File: src/cam_pkg.sv
package cam_pkg;

  // one byte as it appears on the parallel camera bus
  typedef logic [7:0] cam_byte_t;

  // reconstructed pixel with red in [15:11], green in [10:5] and blue in [4:0]
  typedef logic [15:0] rgb565_t;

  // column within a line wide enough for 1280
  typedef logic [10:0] hcount_t;

  // row within a frame wide enough for 720
  typedef logic [9:0] vcount_t;

  // one pixel leaving the capture stage with valid as a single-cycle strobe
  typedef struct packed {
    logic    valid;
    hcount_t hcount;
    vcount_t vcount;
    rgb565_t data;
  } cam_pixel_s;

endpackage

File: src/track_pkg.sv
package track_pkg;

  // channel picked for thresholding with the same codes as the switch encoding
  typedef enum logic [1:0] {
    ch_green = 2'b00,
    ch_red   = 2'b01,
    ch_blue  = 2'b10
  } channel_e;

  // channel value widened to 8 bits, also used for both thresholds
  typedef logic [7:0] level_t;

  // thresholded pixel with its coordinates
  typedef struct packed {
    logic             valid;
    cam_pkg::hcount_t hcount;
    cam_pkg::vcount_t vcount;
    logic             mask;
  } mask_pixel_s;

  // center of mass in pixel coordinates
  typedef struct packed {
    cam_pkg::hcount_t x;
    cam_pkg::vcount_t y;
  } com_s;

endpackage

File: src/camera_capture.sv
`timescale 1ns/1ps

module camera_capture #(
  parameter int FRAME_W = 1280,
  parameter int FRAME_H = 720
) (
  input  logic                clk_camera,
  input  logic                recent_reset,
  input  cam_pkg::cam_byte_t  camera_d_i,
  input  logic                cam_pclk_i,
  input  logic                cam_hsync_i,
  input  logic                cam_vsync_i,
  output cam_pkg::cam_pixel_s pixel_o,
  output logic                frame_end_o
);
  import cam_pkg::*;

  // two flops per input with bit 1 as the synced copy
  cam_byte_t  d_meta;
  cam_byte_t  d_sync;
  logic [1:0] pclk_sync;
  logic [1:0] hsync_sync;
  logic [1:0] vsync_sync;
  // previous synced samples for edge detection
  logic       pclk_prev;
  logic       hsync_prev;
  logic       vsync_prev;
  logic       pclk_rise;
  logic       hsync_fall;
  logic       vsync_rise;
  logic       take_byte;
  // 0 while waiting for the high byte of a pair
  logic       byte_phase;
  cam_byte_t  hi_byte;
  hcount_t    hcount_q;
  vcount_t    vcount_q;
  logic       in_frame;

  assign pclk_rise  = pclk_sync[1] & ~pclk_prev;
  assign hsync_fall = ~hsync_sync[1] & hsync_prev;
  assign vsync_rise = vsync_sync[1] & ~vsync_prev;
  // bytes only count while hsync marks the line active
  assign take_byte  = pclk_rise & hsync_sync[1];
  // pixels past the nominal frame size are dropped
  assign in_frame   = (int'(hcount_q) < FRAME_W) && (int'(vcount_q) < FRAME_H);

  // data bus synchronizer
  always_ff @(posedge clk_camera) begin
    d_meta <= camera_d_i;
    d_sync <= d_meta;
  end

  // control synchronizers and edge history
  always_ff @(posedge clk_camera) begin
    if (recent_reset) begin
      pclk_sync  <= '0;
      hsync_sync <= '0;
      vsync_sync <= '0;
      pclk_prev  <= 1'b0;
      hsync_prev <= 1'b0;
      vsync_prev <= 1'b0;
    end else begin
      pclk_sync  <= {pclk_sync[0], cam_pclk_i};
      hsync_sync <= {hsync_sync[0], cam_hsync_i};
      vsync_sync <= {vsync_sync[0], cam_vsync_i};
      pclk_prev  <= pclk_sync[1];
      hsync_prev <= hsync_sync[1];
      vsync_prev <= vsync_sync[1];
    end
  end

  always_ff @(posedge clk_camera) begin
    if (recent_reset) begin
      byte_phase    <= 1'b0;
      hcount_q      <= '0;
      vcount_q      <= '0;
      pixel_o.valid <= 1'b0;
      frame_end_o   <= 1'b0;
    end else begin
      pixel_o.valid <= 1'b0;
      frame_end_o   <= vsync_rise;
      if (vsync_rise) begin
        // new frame starts from the top row
        hcount_q   <= '0;
        vcount_q   <= '0;
        byte_phase <= 1'b0;
      end else if (hsync_fall) begin
        // end of line
        hcount_q   <= '0;
        vcount_q   <= vcount_q + 1'b1;
        byte_phase <= 1'b0;
      end else if (take_byte) begin
        byte_phase <= ~byte_phase;
        if (!byte_phase) begin
          hi_byte <= d_sync;
        end else begin
          // low byte completes the pixel
          pixel_o.valid  <= in_frame;
          pixel_o.hcount <= hcount_q;
          pixel_o.vcount <= vcount_q;
          pixel_o.data   <= {hi_byte, d_sync};
          hcount_q       <= hcount_q + 1'b1;
        end
      end
    end
  end

endmodule

File: src/channel_threshold.sv
`timescale 1ns/1ps

module channel_threshold (
  input  logic                  clk_camera,
  input  logic                  recent_reset,
  input  cam_pkg::cam_pixel_s   pixel_i,
  input  track_pkg::channel_e   channel_sel_i,
  input  track_pkg::level_t     lower_i,
  input  track_pkg::level_t     upper_i,
  output track_pkg::mask_pixel_s mask_o
);
  import track_pkg::*;

  level_t level;
  logic   in_range;

  // widen the chosen field, zeros go in at the bottom
  always_comb begin
    case (channel_sel_i)
      ch_red:   level = {pixel_i.data[15:11], 3'b000};
      ch_green: level = {pixel_i.data[10:5], 2'b00};
      ch_blue:  level = {pixel_i.data[4:0], 3'b000};
      default:  level = '0;
    endcase
  end

  // both bounds are inclusive
  assign in_range = (level >= lower_i) && (level <= upper_i);

  always_ff @(posedge clk_camera) begin
    if (recent_reset) begin
      mask_o.valid <= 1'b0;
    end else begin
      mask_o.valid  <= pixel_i.valid;
      mask_o.hcount <= pixel_i.hcount;
      mask_o.vcount <= pixel_i.vcount;
      mask_o.mask   <= in_range;
    end
  end

endmodule

File: src/centroid_tracker.sv
`timescale 1ns/1ps

module centroid_tracker #(
  parameter int FRAME_W = 1280,
  parameter int FRAME_H = 720
) (
  input  logic                   clk_camera,
  input  logic                   recent_reset,
  input  track_pkg::mask_pixel_s mask_i,
  input  logic                   frame_end_i,
  output logic                   com_valid_o,
  output track_pkg::com_s        com_o
);
  import cam_pkg::*;

  // sum bounds taken as if every pixel sat on the far edge
  localparam int XSUM_W = $clog2(longint'(FRAME_W) * FRAME_H * FRAME_W);
  localparam int YSUM_W = $clog2(longint'(FRAME_W) * FRAME_H * FRAME_H);
  localparam int CNT_W  = $clog2(FRAME_W * FRAME_H + 1);
  // one divider width serves both sums
  localparam int DIV_W  = (XSUM_W > YSUM_W) ? XSUM_W : YSUM_W;
  localparam int STEP_W = $clog2(DIV_W + 1);

  typedef enum logic [1:0] {
    st_idle,
    st_div_x,
    st_div_y,
    st_done
  } state_e;

  state_e              state_q;
  logic [XSUM_W-1:0]   xsum_q;
  logic [YSUM_W-1:0]   ysum_q;
  logic [CNT_W-1:0]    cnt_q;
  logic                hit;
  // operands held for the whole division
  logic [YSUM_W-1:0]   ysum_lat;
  logic [CNT_W-1:0]    cnt_lat;
  // dividend shifts out at the top, quotient bits enter at the bottom
  logic [DIV_W-1:0]    num_q;
  logic [CNT_W-1:0]    rem_q;
  logic [STEP_W-1:0]   step_q;
  logic [CNT_W:0]      trial;
  logic [CNT_W:0]      diff;
  logic                fits;
  logic                last_step;
  hcount_t             x_res;

  assign hit       = mask_i.valid & mask_i.mask;
  assign trial     = {rem_q, num_q[DIV_W-1]};
  assign diff      = trial - {1'b0, cnt_lat};
  assign fits      = trial >= {1'b0, cnt_lat};
  assign last_step = step_q == STEP_W'(DIV_W - 1);
  assign com_valid_o = state_q == st_done;

  // per-frame accumulators where a pixel landing on frame_end opens the new frame
  always_ff @(posedge clk_camera) begin
    if (recent_reset) begin
      xsum_q <= '0;
      ysum_q <= '0;
      cnt_q  <= '0;
    end else begin
      xsum_q <= (frame_end_i ? '0 : xsum_q) + (hit ? XSUM_W'(mask_i.hcount) : '0);
      ysum_q <= (frame_end_i ? '0 : ysum_q) + (hit ? YSUM_W'(mask_i.vcount) : '0);
      cnt_q  <= (frame_end_i ? '0 : cnt_q) + CNT_W'(hit);
    end
  end

  // restoring divider that takes x first and then y
  always_ff @(posedge clk_camera) begin
    if (recent_reset) begin
      state_q <= st_idle;
      step_q  <= '0;
      com_o   <= '0;
    end else begin
      case (state_q)
        st_idle: begin
          // empty frame leaves the last result in place
          if (frame_end_i && cnt_q != '0) begin
            num_q    <= DIV_W'(xsum_q);
            ysum_lat <= ysum_q;
            cnt_lat  <= cnt_q;
            rem_q    <= '0;
            step_q   <= '0;
            state_q  <= st_div_x;
          end
        end
        st_div_x, st_div_y: begin
          rem_q  <= fits ? diff[CNT_W-1:0] : trial[CNT_W-1:0];
          num_q  <= {num_q[DIV_W-2:0], fits};
          step_q <= step_q + 1'b1;
          if (last_step) begin
            step_q <= '0;
            rem_q  <= '0;
            if (state_q == st_div_x) begin
              x_res   <= hcount_t'({num_q[DIV_W-2:0], fits});
              num_q   <= DIV_W'(ysum_lat);
              state_q <= st_div_y;
            end else begin
              com_o.x <= x_res;
              com_o.y <= vcount_t'({num_q[DIV_W-2:0], fits});
              state_q <= st_done;
            end
          end
        end
        // one cycle of com_valid_o
        st_done: state_q <= st_idle;
        default: state_q <= st_idle;
      endcase
    end
  end

endmodule

File: src/frame_subsampler.sv
`timescale 1ns/1ps

module frame_subsampler #(
  parameter int FRAME_W   = 1280,
  parameter int FRAME_H   = 720,
  parameter int SUBSAMPLE = 4
) (
  input  logic                clk_camera,
  input  logic                recent_reset,
  input  cam_pkg::cam_pixel_s pixel_i,
  output logic                fb_we_o,
  output logic [$clog2((FRAME_W / SUBSAMPLE) * (FRAME_H / SUBSAMPLE)) - 1:0] fb_addr_o,
  output cam_pkg::rgb565_t    fb_data_o
);

  localparam int FB_W  = FRAME_W / SUBSAMPLE;
  localparam int FB_AW = $clog2(FB_W * (FRAME_H / SUBSAMPLE));

  logic keep;

  // keep the top left pixel of each SUBSAMPLE x SUBSAMPLE block
  assign keep = pixel_i.valid
              && (pixel_i.hcount % SUBSAMPLE == 0)
              && (pixel_i.vcount % SUBSAMPLE == 0);

  always_ff @(posedge clk_camera) begin
    if (recent_reset) begin
      fb_we_o <= 1'b0;
    end else begin
      fb_we_o <= keep;
      if (keep) begin
        // row major address in the reduced buffer
        fb_addr_o <= FB_AW'((pixel_i.vcount / SUBSAMPLE) * FB_W + pixel_i.hcount / SUBSAMPLE);
        fb_data_o <= pixel_i.data;
      end
    end
  end

endmodule

File: src/camera_tracker_top.sv
`timescale 1ns/1ps

module camera_tracker_top #(
  parameter int FRAME_W   = 1280,
  parameter int FRAME_H   = 720,
  parameter int SUBSAMPLE = 4
) (
  input  logic                clk_camera,
  input  logic                recent_reset,
  // parallel camera bus
  input  cam_pkg::cam_byte_t  camera_d_i,
  input  logic                cam_pclk_i,
  input  logic                cam_hsync_i,
  input  logic                cam_vsync_i,
  // threshold controls
  input  track_pkg::channel_e channel_sel_i,
  input  track_pkg::level_t   lower_i,
  input  track_pkg::level_t   upper_i,
  // frame buffer write port
  output logic                fb_we_o,
  output logic [$clog2((FRAME_W / SUBSAMPLE) * (FRAME_H / SUBSAMPLE)) - 1:0] fb_addr_o,
  output cam_pkg::rgb565_t    fb_data_o,
  // center of mass result
  output logic                com_valid_o,
  output track_pkg::com_s     com_o
);
  import cam_pkg::*;
  import track_pkg::*;

  cam_pixel_s  pixel;
  logic        frame_end;
  mask_pixel_s mask;

  camera_capture #(.FRAME_W(FRAME_W), .FRAME_H(FRAME_H)) i_capture (
    .clk_camera, .recent_reset, .camera_d_i, .cam_pclk_i, .cam_hsync_i, .cam_vsync_i,
    .pixel_o(pixel), .frame_end_o(frame_end));

  channel_threshold i_threshold (
    .clk_camera, .recent_reset, .pixel_i(pixel), .channel_sel_i, .lower_i, .upper_i,
    .mask_o(mask));

  // tracker sees the same frame_end as the capture stage raised it
  centroid_tracker #(.FRAME_W(FRAME_W), .FRAME_H(FRAME_H)) i_tracker (
    .clk_camera, .recent_reset, .mask_i(mask), .frame_end_i(frame_end),
    .com_valid_o, .com_o);

  frame_subsampler #(.FRAME_W(FRAME_W), .FRAME_H(FRAME_H), .SUBSAMPLE(SUBSAMPLE)) i_subsampler (
    .clk_camera, .recent_reset, .pixel_i(pixel), .fb_we_o, .fb_addr_o, .fb_data_o);

endmodule

File: config.mk
export PLATFORM = sky130hd
export DESIGN_NAME = camera_tracker_top
export DESIGN_NICKNAME = d
export VERILOG_FILES = /design/src/cam_pkg.sv /design/src/track_pkg.sv /design/src/camera_capture.sv /design/src/channel_threshold.sv /design/src/centroid_tracker.sv /design/src/frame_subsampler.sv /design/src/camera_tracker_top.sv
export SDC_FILE = /design/constraint.sdc
export NUM_CORES = 1
export LEC_CHECK = 0
export BUFFER_PORTS_ARGS = -buffer_cell sky130_fd_sc_hd__buf_2
export CORE_MARGIN = 2
export CORE_UTILIZATION = 60
export CTS_CLUSTER_DIAMETER = 60
export CTS_CLUSTER_SIZE = 40
export DETAILED_ROUTE_END_ITERATION = 12
export PLACE_DENSITY = 0.78
export SLEW_MARGIN = 20
export SYNTH_ARGS = -nofsm -noshare
export SYNTH_HDL_FRONTEND = slang
export SYNTH_SLANG_ARGS = --single-unit
export TNS_END_PERCENT = 20
File: constraint.sdc
create_clock -name clk_camera -period 7.2 [get_ports clk_camera]
set_input_delay 1.08 -clock clk_camera [delete_from_list [all_inputs] [get_ports clk_camera]]
set_output_delay 1.08 -clock clk_camera [all_outputs]
set_load 0.03 [all_outputs]
# Yosys cells after proc, flatten, opt, wreduce, memory -nomap -nowiden
# Cells that the tools add are included.
dict set report classes {
  add_sub_neg 8
  n_mul 1
  div 0
  order_cmp 5
  eq_ne 8
  n_shift 0
  n_mux 21
  n_bitwise 14
  n_reduce_logical 25
}
# cell count
set ops {}
lappend ops {{$mux 31} 4}
lappend ops {{$mux 20} 4}
lappend ops {{$logic_not 32->1} 2}
lappend ops {{$pmux 31 s2} 1}
lappend ops {{$pmux 20 s2} 1}
lappend ops {{$add 31x31->31} 1}
lappend ops {{$add 30x30->30} 1}
lappend ops {{$mux 30} 1}
lappend ops {{$pmux 8 s3} 1}
lappend ops {{$ge 21x20->1} 1}
lappend ops {{$add 20x1->20} 1}
lappend ops {{$reduce_bool 20->1} 1}
lappend ops {{$sub 20x20->20} 1}
lappend ops {{$add 16x9->16} 1}
lappend ops {{$add 11x1->11 const B} 1}
lappend ops {{$lt 11x11->1 const B} 1}
lappend ops {{$mux 11} 1}
lappend ops {{$add 10x1->10 const B} 1}
lappend ops {{$lt 10x10->1 const B} 1}
lappend ops {{$mul 8x3->10 const B} 1}
lappend ops {{$mux 10} 1}
lappend ops {{$mux 5} 2}
lappend ops {{$pmux 5 s2} 1}
lappend ops {{$reduce_and 5->1} 2}
lappend ops {{other kinds (21)} 49}
dict set report totals {
  reg_bits 371
  latch_bits 0
  mem_bits_rw 0
  rom_bits 0
  input_bits 31
  elab_cells 118
  mem_count 0
}

# Depth between registers and ports, before layout
dict set report depth {
  depth_word 5
  mapped_depth 14
  ltp_nobuf 11
}

# Hierarchy
# A second synthesis with hierarchy kept.
dict set report unflattened {
  hier_cells 1497
  area_unflattened_um2 16726.0
}
# module n_inst cells_each area_per_inst_um2
set by_module_without_submodules {}
lappend by_module_without_submodules {centroid_tracker 1 1111 11025.6}
lappend by_module_without_submodules {camera_capture 1 204 3055.4}
lappend by_module_without_submodules {frame_subsampler 1 98 1526.5}
lappend by_module_without_submodules {channel_threshold 1 84 1118.6}

# Worst setup path before layout
# No wires, ideal clock.
dict set report synth_timing {
  path_type {input to register}
  start {input port recent_reset}
  end {register i_tracker.num_q[0], enable pin}
  setup_ps 536
  t_arrival_ps 5261
  required_time_ps 6664
  slack_ps 1403
  path_stages 3
  cell_sequence {clkbuf_1 clkbuf_1 a211oi_1}
}
dict set report synth_between {
  elab_chain_cells 2
}
# item line
set synth_lines {}
lappend synth_lines {{start: declaration} camera_tracker_top.sv:9} ;# input logic recent_reset,
lappend synth_lines {{$not 1->1 (no source line)} n/a}
lappend synth_lines {{$reduce_and 3->1 (no source line)} n/a}
lappend synth_lines {{end signal: assignment} centroid_tracker.sv:80} ;# num_q <= DIV_W'(xsum_q);
lappend synth_lines {{end signal: assignment} centroid_tracker.sv:90} ;# num_q <= {num_q[DIV_W-2:0], fits};
lappend synth_lines {{end signal: assignment} centroid_tracker.sv:97} ;# num_q <= DIV_W'(ysum_lat);
lappend synth_lines {{end: declaration} centroid_tracker.sv:40} ;# logic [DIV_W-1:0] num_q;
# No other way between the ends.
# A chain may end at the register's enable or synchronous reset.

# Worst setup path in the final report
dict set report layout_timing {
  start {register i_capture.frame_end_o}
  end {register i_tracker.ysum_q[27]}
}
dict set report layout_between {
  elab_chain_cells 2
}
# item line
set layout_lines {}
lappend layout_lines {{start: declaration} camera_capture.sv:14} ;# output logic frame_end_o
lappend layout_lines {{start signal: assignment} camera_capture.sv:81} ;# frame_end_o <= vsync_rise;
lappend layout_lines {{$mux 30} centroid_tracker.sv:64} ;# ysum_q <= (frame_end_i ? '0 : ysum_q) + (hit ? YSUM_W'(mask_i.vcount) : '0);
lappend layout_lines {{$add 30x30->30} centroid_tracker.sv:64}
lappend layout_lines {{end signal: assignment} centroid_tracker.sv:64}
lappend layout_lines {{end: declaration} centroid_tracker.sv:33} ;# logic [YSUM_W-1:0] ysum_q;
# No other way between the ends.

==> results by group <==
Run status
  – Status: finished clean

Pwr
  – Flop pwr share: between 50% and 60%
  – Clock power share: 41.3%
  – VDD IR max: 269.1 uV
  – Tot Pwr: ~4.2 mW
  – Pwr/cell area: about 230 nW/um^2
  – Leak pwr: around 7.4 nW
  – Internal power: a little over 3 mW
  – Combinational share of power: under 10%
  – Sw Ratio: roughly a quarter
  – Psw: 1.043 mW

Placed design
  – Hpwl dp: between 20 and 25 mm
  – Placer Congestion: 0.8430
  – Port Buffer Count: 85
  – Placed cells: approximately 1900
  – Post-place setup slack: ~3.6 ns

GRT
  – Largest net degree at the start of global routing: between 60 and 70
  – Overflow after GRT: 0
  – Gr usage total: 22.07%
  – Global-route wire length before repair: 52.32 mm
  – Initial antenna violation count: 0
  – Vias in the first global route: between 10000 and 15000

Worst setup path
  – Data required time of the critical path: ~7.7 ns
  – Crit-path max FO: 46
  – Worst Path Arrival: ~4 ns
  – Worst Setup Path Type: flip-flop to flip-flop
  – Worst setup SP type: flip-flop
  – CP endpoint kind: flip-flop

Clocking
  – CTS Buf Count: 26
  – CTS Buffer Depth: 3
  – Clk sinks: 371
  – Worst-path clk slew: about 0.11 ns
  – Root Buffer: clkbuf_16
  – Hold Buf Count CTS: 0
  – Post-CTS Resized: 0
  – Post-CTS Setup Inserts: 0
  – CTS tree: yes
  – H-tree depth: 1
  – Later-pin clock latency in the skew report: around 0.56 ns

Synth
  – Synth warn: 0
  – Number of library cell types mapped by synthesis: 65
  – Yosys top cell by area: edfxtp_1
  – Top-area cell type share of the netlist area: 38.10%
  – Synth Flop Type: edfxtp_1
  – Mapped Nets: between 1500 and 2000
  – Post-synth EDFFs: roughly 210
  – #FFs+latches synth: 371
  – Most frequent cell after synthesis: edfxtp_1
  – Synth area leaders: edfxtp_1 (38%), dfxtp_1 (19%), ha_1 (5.9%), a21oi_1 (3.6%), nor2_1 (3.5%)
  – Post-synth top cells: edfxtp_1 (211), dfxtp_1 (160), nor2_1 (157), nand2_1 (129), a21oi_1 (121)
  – Cells after synthesis: between 1500 and 2000
  – Synth Area per Inst: between 10 and 15 um^2
  – Sequential cell area fraction in the yosys report: 57.37%
  – Async SR Flop Fraction: 0%
  – Synthesized cell area: about 17000 um^2

Timing
  – Worst slew pin tran: between 1 and 1.5 ns
  – Clock Skews: about 0.029 ns
  – Fmax: roughly 0.28 GHz
  – RSZ-0062 raised after global routing: no
  – Post-route setup slack: 3.651 ns
  – Setup TNS: 0 ns
  – Worst slew margin: about 30%
  – Number of hold violations in the final report: 0
  – Fin Hold WS: 0.3247 ns
  – Final worst-path cycle share: 49.29%
  – Final Max Tran Viols: 0
  – # setup viols final: 0
  – Min cycle time layout: ~3.5 ns

Min path
  – Hold crit path type: flip-flop to flip-flop

Routing
  – DRC violations left: 0
  – Total Routed Length: ~31 mm
  – Via count: 11120
  – Post-route antenna net violation count: 0
  – Vias per cell: between 5 and 6
  – Drt pass-1 iters: 6
  – DRT iter0 DRCs: about 870
  – Routed length per placed instance: 15.95 um

Layout
  – Final std cells w/o fill: ~2000
  – Sequential standard cell area: approximately 9500 um^2
  – Share of post-route cells with drive strength above 1: 10.14%
  – Footprint of the multi-input gates: roughly 6700 um^2
  – Inserted Diodes: 0
  – # fillers: slightly above 2000
  – Area delta synth->final: 10.80%
  – Final net count: 1693

Floorplanning
  – Die area: between 20000 and 30000 um^2
  – Die Wd: between 150 and 200 um
  – # IOs: 86
  – Die Ht: roughly 170 um
  – Core area: about 27000 um^2
  – Starting density of the core: between 60% and 70%
  – FP Rows: 60

Run
  – Max Cap Viol: 0
## layout by cell type, fill, tap and decap left out, types with 41 or more instances in the layout
cell | synthesis | routed
a21oi_1 | 121 | 121
edfxtp_1 | 211 | 211
inv_1 | 56 | 56
mux2i_1 | 41 | 41
nor2b_1 | 61 | 61
buf_2 | 6 | 85
o21ai_0 | 42 | 42
nand3_1 | 41 | 41
dfxtp_1 | 160 | 159
ha_1 | 79 | 78
xnor2_1 | 52 | 52
nor2_1 | 157 | 156
nand2_1 | 129 | 128
xor2_1 | 47 | 47
## routing by layer
metal  GRT usage, %  wire length, um  share of wire, %  up-vias
met4          4.682              579               1.8        0
met3          2.860             1688               5.4       49
li1               -                -                 -     5490
met1          31.51            14410                46     5289
met2          36.44            14750                47      292
met5              0                0                 0        -
## through the flow
step           utilization [%]  cell area [um^2]
2_1_floorplan                -             16630
3_3_place_gp             64.01             17350
3_5_place_dp             64.01             17350
4_1_cts                  67.89             18400
5_1_grt                  67.98             18420
6_report                 67.98             18420
## kinds of logic (layout without fill, tap and decap cells)
logic type | count (synthesis) | count (layout) | share of synthesized area [%]
AO/OA/AOI/OAI | 248 | 248 | 8.954
AND/OR/NAND/NOR | 555 | 555 | 16.49
buffers and inverters | 114 | 198 | 2.822
multiplexers | 43 | 43 | 2.603
flip-flops | 371 | 371 | 57.37
adder cells (fa/ha/maj) | 84 | 84 | 6.546
XOR/XNOR | 99 | 99 | 5.214
## final cells by class
class / instances / area share, %
timing repair buffer: 93 / 2.676
clock buffer: 27 / 3.667
clock inverter: 21 / 2.037
multi-input combinational: 1029 / 36.15
sequential: 371 / 51.78
inverter: 57 / 1.161
tap: 372 / 2.526
## worst max-delay path: stages, from the launching register on
cell and delay, ns:
dfxtp_2 0.51, buf_4 0.47, nor2b_1 0.12, ha_1 0.35
a2111oi_0 0.44, o21ai_0 0.24, a41oi_1 0.58, o21ai_2 0.27
a31o_2 0.31, a21oi_1 0.12
## state kept, by name, summed over array words and instances, names as in the netlist, 5 cells and up
signal	count
i_subsampler.fb_data_o	16
i_capture.pixel_o	38
i_tracker.rem_q	20
i_subsampler.fb_addr_o	16
i_capture.d_meta	8
i_tracker.step_q	5
i_tracker.ysum_q	30
i_tracker.num_q	31
i_threshold.mask_o	23
i_tracker.x_res	11
i_tracker.ysum_lat	30
i_tracker.com_o	21
i_tracker.xsum_q	31
i_capture.vcount_q	10
i_capture.hi_byte	8
i_capture.hcount_q	11
i_capture.d_sync	8
i_tracker.cnt_q	20
i_tracker.cnt_lat	20
## power by group through the flow
stage | combinational (mW) | sequential (mW) | clock [mW]
after floorplan | 0.130 | 2.31 | 0
after global placement | 0.164 | 2.32 | 0
after detailed placement | 0.169 | 2.32 | 0
after CTS | 0.171 | 2.27 | 1.75
after global routing | 0.197 | 2.27 | 1.83
final | 0.174 | 2.27 | 1.72
## path summary, 6_finish.rpt
| kind | end | slack [ns] | cells after the start | start |
|---|---|---|---|---|
| min reg2reg | i_capture.d_sync[7] | 0.32 | 0 | i_capture.d_meta[7] |
| min | i_capture.d_sync[7] | 0.32 | 0 | i_capture.d_meta[7] |
| max reg2reg | i_tracker.ysum_q[27] | 3.65 | 9 | i_capture.frame_end_o |
| max | i_tracker.ysum_q[27] | 3.65 | 9 | i_capture.frame_end_o |
Note: power is estimated with default switching activity, not from simulation.
